## src/cpu_config.svh

```systemverilog
/* Width settings shared by the whole back end.
   DMEM_AW sets the data memory depth at 2**DMEM_AW words, and it must stay below DATA_W */

`ifndef CPU_CONFIG_SVH
`define CPU_CONFIG_SVH

////////////////////////////////////////
// Datapath widths
////////////////////////////////////////
`define DATA_W   16 // Data word and PC width
`define REG_ID_W 4  // Register ID width for 16 architectural registers

////////////////////////////////////////
// Data memory
////////////////////////////////////////
`define DMEM_AW  8  // Word address bits, so 256 words of data memory

`endif

```

## src/cpu_pkg.sv

```systemverilog
/* Types for the EX, MEM and WB stage bundles.
   Field order in mem_ctrl_t and wb_ctrl_t keeps the 18-bit and 8-bit control word encodings */

`default_nettype none

`include "cpu_config.svh"

package cpu_pkg;

  ////////////////////////////////////////
  // ALU operation codes
  ////////////////////////////////////////
  typedef enum logic [2:0] {
    op_add  = 3'd0, // Wraps on overflow
    op_sub  = 3'd1, // Wraps on underflow
    op_and  = 3'd2,
    op_or   = 3'd3,
    op_xor  = 3'd4,
    op_shl  = 3'd5, // Logical shift left by one
    op_shr  = 3'd6, // Logical shift right by one
    op_pass = 3'd7  // Passes operand B straight through
  } alu_op_t;

  ////////////////////////////////////////
  // Control words
  ////////////////////////////////////////
  typedef struct packed {
    logic [`DATA_W-1:0] store_data; // Bits 17:2 of the memory control word
    logic               mem_read;   // Bit 1
    logic               mem_write;  // Bit 0
  } mem_ctrl_t;

  typedef struct packed {
    logic [`REG_ID_W-1:0] dest_reg; // Bits 7:4 of the write-back control word
    logic                 reg_write;
    logic                 mem_to_reg;
    logic                 pc_to_reg;
    logic                 halt;     // Bit 0
  } wb_ctrl_t;

  ////////////////////////////////////////
  // Stage bundles
  ////////////////////////////////////////
  typedef struct packed {
    logic [`DATA_W-1:0]   pc_next;
    logic [`DATA_W-1:0]   op_a;
    logic [`DATA_W-1:0]   op_b;
    alu_op_t              alu_op;
    logic [`REG_ID_W-1:0] src_reg2; // Second source register, used for store forwarding
    mem_ctrl_t            mem_ctrl;
    wb_ctrl_t             wb_ctrl;
  } id_ex_t;

  typedef struct packed {
    logic [`DATA_W-1:0]   pc_next;
    logic [`DATA_W-1:0]   alu_out;  // Result value and memory address both
    logic [`REG_ID_W-1:0] src_reg2;
    mem_ctrl_t            mem_ctrl;
    wb_ctrl_t             wb_ctrl;
  } ex_mem_t;

  typedef struct packed {
    logic [`DATA_W-1:0] pc_next;
    logic [`DATA_W-1:0] alu_out;
    logic [`DATA_W-1:0] load_data;
    wb_ctrl_t           wb_ctrl;
  } mem_wb_t;

  typedef struct packed {
    logic                 wb_en;   // Register file write enable
    logic [`REG_ID_W-1:0] wb_reg;
    logic [`DATA_W-1:0]   wb_data;
  } wb_port_t;

endpackage

`default_nettype wire

```

## src/alu.sv

```systemverilog
/* Execute stage ALU, purely combinational.
   Add and sub wrap, shifts are logical by one bit, and an unknown op code yields zero */

`default_nettype none
`timescale 1ns/100ps

`include "cpu_config.svh"

module alu
  import cpu_pkg::*;
(
  input  logic [`DATA_W-1:0] op_a,   // First operand
  input  logic [`DATA_W-1:0] op_b,   // Second operand
  input  alu_op_t            alu_op, // Operation select from decode
  output logic [`DATA_W-1:0] alu_out // Result to the EX/MEM register
);

  ////////////////////////////////////////
  // Operation select
  ////////////////////////////////////////
  always_comb begin
    unique case (alu_op)
      op_add:  alu_out = op_a + op_b; // Carry out is dropped
      op_sub:  alu_out = op_a - op_b; // Borrow is dropped
      op_and:  alu_out = op_a & op_b;
      op_or:   alu_out = op_a | op_b;
      op_xor:  alu_out = op_a ^ op_b;
      op_shl:  alu_out = {op_a[`DATA_W-2:0], 1'b0}; // Zero enters at the LSB
      op_shr:  alu_out = {1'b0, op_a[`DATA_W-1:1]}; // Zero enters at the MSB
      op_pass: alu_out = op_b;
      default: begin
        // Only reached with an X or Z code from an unset bundle
        alu_out = '0;
      end
    endcase
  end

endmodule

`default_nettype wire

```

## src/cpu_backend.sv

```systemverilog
/* Execute, memory and write-back half of the 16-bit pipeline.
   One bundle is taken every cycle with no back-pressure, and its write-back appears two edges later.
   Decode must keep mem_read and mem_write exclusive and addresses inside the data memory */

`default_nettype none
`timescale 1ns/100ps

`include "cpu_config.svh"

module cpu_backend
  import cpu_pkg::*;
(
  input  logic     clk,
  input  logic     rst,    // Synchronous, active high
  input  id_ex_t   id_ex,  // Decoded bundle from the decode stage
  output wb_port_t wb,     // Register file write port
  output logic     halted  // Sticky halt status
);

  logic [`DATA_W-1:0] alu_out;
  ex_mem_t            ex_mem;
  logic [`DATA_W-1:0] load_data;

  ////////////////////////////////////////
  // Execute
  ////////////////////////////////////////
  alu u_alu (
    .op_a    (id_ex.op_a),
    .op_b    (id_ex.op_b),
    .alu_op  (id_ex.alu_op),
    .alu_out (alu_out)
  );

  ex_mem_pipe_reg u_ex_mem (
    .clk      (clk),
    .rst      (rst),
    .pc_next  (id_ex.pc_next),
    .alu_out  (alu_out),
    .src_reg2 (id_ex.src_reg2),
    .mem_ctrl (id_ex.mem_ctrl),
    .wb_ctrl  (id_ex.wb_ctrl),
    .ex_mem   (ex_mem)
  );

  ////////////////////////////////////////
  // Memory and write-back
  ////////////////////////////////////////
  data_mem_stage u_dmem (
    .clk       (clk),
    .rst       (rst),
    .ex_mem    (ex_mem),
    .fwd       (wb), // WB result loops back for store forwarding
    .load_data (load_data)
  );

  mem_wb_stage u_mem_wb (
    .clk       (clk),
    .rst       (rst),
    .ex_mem    (ex_mem),
    .load_data (load_data),
    .wb        (wb),
    .halted    (halted)
  );

endmodule

`default_nettype wire

```

## src/data_mem_stage.sv

```systemverilog
/* Memory stage with a 256 x 16 data memory, written on the clock and read combinationally.
   Only the low DMEM_AW bits of alu_out address the memory, and the upper bits must be zero.
   Store data is taken from the write-back port when the previous instruction wrote src_reg2 */

`default_nettype none
`timescale 1ns/100ps

`include "cpu_config.svh"

module data_mem_stage
  import cpu_pkg::*;
(
  input  logic               clk,
  input  logic               rst,      // Blocks memory writes while high
  input  ex_mem_t            ex_mem,   // Instruction currently in MEM
  input  wb_port_t           fwd,      // Write-back port of the instruction now in WB
  output logic [`DATA_W-1:0] load_data // Word at the current address
);

  localparam int mem_depth = 1 << `DMEM_AW;

  logic [`DATA_W-1:0]  mem [mem_depth]; // Contents are undefined until stored
  logic [`DMEM_AW-1:0] addr;
  logic                fwd_hit;
  logic [`DATA_W-1:0]  store_word;

  assign addr = ex_mem.alu_out[`DMEM_AW-1:0]; // Word address, upper bits ignored

  ////////////////////////////////////////
  // Store data forwarding
  ////////////////////////////////////////
  // The register file has not been written yet when the previous result is still in WB,
  // so decode hands over a stale value for that register
  assign fwd_hit = ex_mem.mem_ctrl.mem_write && fwd.wb_en &&
                   (fwd.wb_reg == ex_mem.src_reg2);
  assign store_word = fwd_hit ? fwd.wb_data : ex_mem.mem_ctrl.store_data;

  ////////////////////////////////////////
  // Memory array
  ////////////////////////////////////////
  always_ff @(posedge clk) begin
    if (!rst && ex_mem.mem_ctrl.mem_write) begin
      mem[addr] <= store_word; // Visible to a load from the next cycle on
    end
  end

  assign load_data = mem[addr]; // Asynchronous read, used only when mem_to_reg is set

  // Address aliasing would hide a decode or ALU fault, so flag it
  a_addr_in_range : assert property (@(posedge clk) disable iff (rst)
    (ex_mem.mem_ctrl.mem_read || ex_mem.mem_ctrl.mem_write) |->
      (ex_mem.alu_out[`DATA_W-1:`DMEM_AW] == '0))
    else $error("Data memory access above %0d words at 0x%h", mem_depth, ex_mem.alu_out);

endmodule

`default_nettype wire

```

## src/ex_mem_pipe_reg.sv

```systemverilog
/* EX/MEM stage register with no stall or flush.
   Synchronous reset clears every field, so the stage holds a bubble until the first bundle */

`default_nettype none
`timescale 1ns/100ps

`include "cpu_config.svh"

module ex_mem_pipe_reg
  import cpu_pkg::*;
(
  input  logic                 clk,
  input  logic                 rst,      // Synchronous, active high
  input  logic [`DATA_W-1:0]   pc_next,  // Next PC carried along for PC-to-register
  input  logic [`DATA_W-1:0]   alu_out,  // Execute result
  input  logic [`REG_ID_W-1:0] src_reg2, // Store data source register
  input  mem_ctrl_t            mem_ctrl, // Memory stage control word
  input  wb_ctrl_t             wb_ctrl,  // Write-back control word
  output ex_mem_t              ex_mem    // Register contents for the memory stage
);

  ////////////////////////////////////////
  // Stage register
  ////////////////////////////////////////
  always_ff @(posedge clk) begin
    if (rst) begin
      ex_mem <= '0; // All strobes low is a bubble
    end else begin
      ex_mem.pc_next  <= pc_next;
      ex_mem.alu_out  <= alu_out;
      ex_mem.src_reg2 <= src_reg2;
      ex_mem.mem_ctrl <= mem_ctrl;
      ex_mem.wb_ctrl  <= wb_ctrl;
    end
  end

  ////////////////////////////////////////
  // Control word checks
  ////////////////////////////////////////
  // A single port memory cannot load and store in the same cycle
  a_rw_exclusive : assert property (@(posedge clk) disable iff (rst)
    !(ex_mem.mem_ctrl.mem_read && ex_mem.mem_ctrl.mem_write))
    else $error("EX/MEM holds both mem_read and mem_write");

  // A load writing back must actually read memory, else WB picks up stale data
  a_load_reads : assert property (@(posedge clk) disable iff (rst)
    (ex_mem.wb_ctrl.reg_write && ex_mem.wb_ctrl.mem_to_reg) |-> ex_mem.mem_ctrl.mem_read)
    else $error("EX/MEM has mem_to_reg write-back without mem_read");

endmodule

`default_nettype wire

```

## src/mem_wb_stage.sv

```systemverilog
/* MEM/WB stage register plus the write-back select.
   Select priority is PC-to-register, then load data, then the ALU result.
   The halted flag is sticky and only reset clears it */

`default_nettype none
`timescale 1ns/100ps

`include "cpu_config.svh"

module mem_wb_stage
  import cpu_pkg::*;
(
  input  logic               clk,
  input  logic               rst,       // Synchronous, active high
  input  ex_mem_t            ex_mem,    // Instruction leaving MEM
  input  logic [`DATA_W-1:0] load_data, // Memory read for that instruction
  output wb_port_t           wb,        // Register file write port
  output logic               halted     // Set once a halt reaches WB
);

  mem_wb_t mem_wb;

  ////////////////////////////////////////
  // Stage register
  ////////////////////////////////////////
  always_ff @(posedge clk) begin
    if (rst) begin
      mem_wb <= '0; // reg_write low so no write-back after reset
    end else begin
      mem_wb.pc_next   <= ex_mem.pc_next;
      mem_wb.alu_out   <= ex_mem.alu_out;
      mem_wb.load_data <= load_data;
      mem_wb.wb_ctrl   <= ex_mem.wb_ctrl;
    end
  end

  // Sticky halt, raised on the same edge that loads the halt instruction into WB
  always_ff @(posedge clk) begin
    if (rst) begin
      halted <= 1'b0;
    end else if (ex_mem.wb_ctrl.halt) begin
      halted <= 1'b1;
    end
  end

  ////////////////////////////////////////
  // Write-back select
  ////////////////////////////////////////
  always_comb begin
    wb.wb_en  = mem_wb.wb_ctrl.reg_write;
    wb.wb_reg = mem_wb.wb_ctrl.dest_reg;
    if (mem_wb.wb_ctrl.pc_to_reg) begin
      wb.wb_data = mem_wb.pc_next;   // Link value for calls
    end else if (mem_wb.wb_ctrl.mem_to_reg) begin
      wb.wb_data = mem_wb.load_data; // Load result
    end else begin
      wb.wb_data = mem_wb.alu_out;
    end
  end

endmodule

`default_nettype wire

```

## config.mk

```make
export PLATFORM = sky130hd
export DESIGN_NAME = cpu_backend
export DESIGN_NICKNAME = d
export VERILOG_FILES = /design/src/cpu_pkg.sv /design/src/alu.sv /design/src/cpu_backend.sv /design/src/data_mem_stage.sv /design/src/ex_mem_pipe_reg.sv /design/src/mem_wb_stage.sv
export VERILOG_INCLUDE_DIRS = /design/src
export SDC_FILE = /design/constraint.sdc
export NUM_CORES = 2
export LEC_CHECK = 0
export ABC_AREA = 0
export ABC_CLOCK_PERIOD_IN_PS = 5200
export BUFFER_PORTS_ARGS = -buffer_cell sky130_fd_sc_hd__buf_2
export CORE_AREA = 4 4 645 647
export DETAILED_ROUTE_END_ITERATION = 8
export DIE_AREA = 0 0 649 651
export HOLD_SLACK_MARGIN = 0.05
export PLACE_DENSITY = 0.57
export SLEW_MARGIN = 0
export SYNTH_ARGS = -nofsm -noshare
export SYNTH_HDL_FRONTEND = slang
export SYNTH_SLANG_ARGS = --single-unit
```

## constraint.sdc

```tcl
create_clock -name clk -period 5.2 [get_ports clk]
set_input_delay 0.52 -clock clk [delete_from_list [all_inputs] [get_ports clk]]
set_output_delay 0.52 -clock clk [all_outputs]
set_load 0.1 [all_outputs]
```

==> flow_metrics.env <==
export IMPL_final_cell_mix="4096 x edfxtp_1, 1042 x mux4_2, 556 x buf_4"
export IMPL_fin_crit_sh=0.936
export IMPL_outcome="complete, no violations"
export IMPL_required_ps=6000
export IMPL_synth_fp_nets=7731
export IMPL_synth_cell_types=80
export IMPL_power_density_nw_per_um2=390
export IMPL_nFillCells=33900
export IMPL_largest_reg_flops=4096
export IMPL_synthCells=7599
export IMPL_ys_ff_latch=4213
export IMPL_reg2regPathDepth=6
export IMPL_min_to="u_ex_mem.ex_mem[39]"
export IMPL_critPathMaxFanout=34
export IMPL_antenna_found_initial=40
export IMPL_hold_class="in2reg"
export IMPL_wl_um=508000
export IMPL_dp_final_hpwl_um=319000
export IMPL_finClkSkew_ps=101
export IMPL_grt_overflow_total=0
export IMPL_max_freq_mhz=205
export IMPL_synth_top_family_by_area="multiplexers"
export IMPL_worstPathBufferInverterCount=1
export IMPL_area_growth_pct=15.4
export IMPL_start_kind="flop"
export IMPL_clock_tree_root_cell="clkbuf_16"
export IMPL_yosysWarnings=0
export IMPL_die_y_um=651
export IMPL_muxShareOfSynthArea=0.160
export IMPL_cts_tree="done"
export IMPL_hold_violations=0
export IMPL_r2r_end="u_mem_wb.mem_wb[9]"
export IMPL_ant_nets=0
export IMPL_fp_dieW_um=649
export IMPL_worst_setup_path_type="reg2reg"
export IMPL_setup_tns_ps=0
export IMPL_initial_utilization=0.399
export IMPL_grt_pass1_vias=83600
export IMPL_synthFlopType="edfxtp_1"
export IMPL_synth_area_um2=164000
export IMPL_top_register="u_dmem.mem"
export IMPL_grt_pass1_wl_um=696000
export IMPL_vias_per_cell=6.02
export IMPL_drt_iter0_drc=12500
export IMPL_regArea_um2=125000
export IMPL_setup_viol=0
export IMPL_clock_path_buffers=4
export IMPL_rows=235
export IMPL_path_clk_slew_ps=60
export IMPL_hold_depth=4
export IMPL_vias=85200
export IMPL_io_buffers=103
export IMPL_place_area_um2=175000
export IMPL_async_reset_ff_frac=0
export IMPL_rrSetupSlack_ps=330
export IMPL_drc_errors=0
export IMPL_synthSimpleGateAreaFrac=0.0240
export IMPL_synthXorXnorAreaFrac=0.00139
export IMPL_clk_latency_ps=1000
export IMPL_synthAdderAreaFrac=0.00379
export IMPL_yosysSeqAreaShare=0.766
export IMPL_fin_crit_ps=4870
export IMPL_top_regs="u_dmem.mem x4096, u_ex_mem.ex_mem x61, u_mem_wb.mem_wb x50"
export IMPL_worstPathArrival_ps=5670
export IMPL_fin_area_um2=189000
export IMPL_drtPass1Iterations=8
export IMPL_clock_sinks=4213
export IMPL_multi_input_area_um2=36600
export IMPL_grt_usage=0.236
export IMPL_mostFrequentLayoutCell="edfxtp_1"
export IMPL_final_max_slew_violation_count=0
export IMPL_cp_top_family="flip-flops"
export IMPL_fin_nets=8467
export IMPL_cp_end_kind="flop"
export IMPL_r2r_start="u_ex_mem.ex_mem[31]"
export IMPL_cp_cell_sequence="buf_4 > mux4_2 > mux2i_1 > o22ai_1 > nor4_1 > a31oi_1"
export IMPL_coreArea_um2=410000
export IMPL_slowest_stage="dfxtp_4"
export IMPL_p_leak_uw=0.0562
export IMPL_grt_max_degree=224
export IMPL_cts_inserted_buffers=428
export IMPL_synth_compound_area_frac=0.0283
export IMPL_tightest_slew_ps=1450
export IMPL_slew_headroom=0.0321
export IMPL_synth_edf_count=4096
export IMPL_gp_congestion=0.971
export IMPL_cap_violations=0
export IMPL_htreeDepth=5
export IMPL_io_pins=105
export IMPL_syn_area_per_cell_um2=21.5
export IMPL_dieArea_um2=422000
export IMPL_wl_per_cell_um=35.9
export IMPL_min_from="id_ex[57]"
export IMPL_slowest_delay_ps=1130
export IMPL_drive_gt1_frac=0.305
export IMPL_ir_worst_vdd_v=0.000284
export IMPL_rsz0062_at_grt="false"
synth_stat cells (19+ instances only):
library cell,number,area [µm²]
o22ai_1,23,144
ha_1,48,601
mux2i_1,222,2220
buf_2,135,676
nor2b_1,102,638
nor3_1,51,255
edfxtp_1,4096,123000
o21ai_0,81,405
nand4_1,23,144
xnor2_1,19,166
a221oi_1,43,377
nand2_1,166,623
a22oi_1,181,1360
buf_1,36,135
buf_6,34,383
mux2_2,37,417
a22o_1,29,254
a211oi_1,25,188
a21oi_1,128,641
a31oi_1,24,150
buf_4,87,653
nand3_1,79,395
dfxtp_1,117,2340
clkbuf_1,164,616
nor2_1,326,1220
mux4_2,1042,23500
inv_1,48,180
metal layers:
| metal | up-vias | track usage | part of all wire |
|---|---|---|---|
| met4 | 10 | 0.101 | 0.051 |
| met2 | 5000 | 0.361 | 0.46 |
| met1 | 45800 | 0.320 | 0.38 |
| met3 | 943 | 0.0612 | 0.11 |
| li1 | 33400 | - | - |
| met5 | - | 0 | 0.00030 |
worst reg2reg max path, delay by kind of cell (launching register included):
family	cells	cell delay [ps]
multiplexers	2	1060
AO/OA/AOI/OAI	2	660
AND/OR/NAND/NOR	1	1070
flip-flops	1	1130
buffers and inverters	1	770
report_power, final:
part / internal, µW / leakage (µW) / switching [µW]
Sequential: 37400 / 0.0357 / 225
Clock: 16700 / 0.00655 / 12900
Combinational: 2180 / 0.0139 / 4310
Total: 56200 / 0.0562 / 17400
logic make-up after synthesis:
family	Yosys count
flops	4213
mux	1301
simple gates	835
compound gates	665
buf+inv	510
fa+ha+maj	49
xor+xnor	26
cell type report:
| class | count | area share |
|---|---|---|
| Clock buffer | 531 | 0.0598 |
| Clock inverter | 240 | 0.0111 |
| Tap cell | 5451 | 0.0361 |
| Antenna cell | 17 | 0.000225 |
| Sequential cell | 4213 | 0.664 |
| Timing Repair Buffer | 765 | 0.0335 |
| Inverter | 51 | 0.00106 |
| Multi-Input combinational cell | 2876 | 0.194 |
stage by stage:
stage / utilization / worst slack [ps] / power, µW / std cells / hold WS [ps]
CTS: 0.461 / 673 / 74000 / 14100 / 76.7
global placement: 0.427 / 749 / 44600 / 13300 / 420
detailed placement: 0.427 / 748 / 44700 / 13300 / 422
finish: 0.461 / 332 / 73700 / 14100 / 156
global route: 0.461 / 414 / 75700 / 14100 / 181
floorplan: - / -389 / 41700 / 7599 / 411
what timing repair did:
action                                 4_1_cts  5_1_grt
setup buffers                                0        0
gates resized for setup                      0        0
hold buffers                                50        0
endpoints found under the hold margin       48        0
setup endpoints to repair                    0        0
how the worst max path moves through the flow:
| stage | startpoint | slack, ps | cells after the start | endpoint |
|---|---|---|---|---|
| floorplan | u_mem_wb.mem_wb[2] | -390 | 4 | u_dmem.mem[0][15] |
| global placement | u_ex_mem.ex_mem[31] | 750 | 8 | u_mem_wb.mem_wb[11] |
| detailed placement | u_ex_mem.ex_mem[31] | 750 | 10 | u_mem_wb.mem_wb[22] |
| CTS | u_ex_mem.ex_mem[30] | 670 | 9 | u_mem_wb.mem_wb[22] |
| global route | u_ex_mem.ex_mem[30] | 410 | 10 | u_mem_wb.mem_wb[20] |
| finish | u_ex_mem.ex_mem[31] | 330 | 6 | u_mem_wb.mem_wb[9] |
No activity file was read; power rests on OpenSTA's default activity.
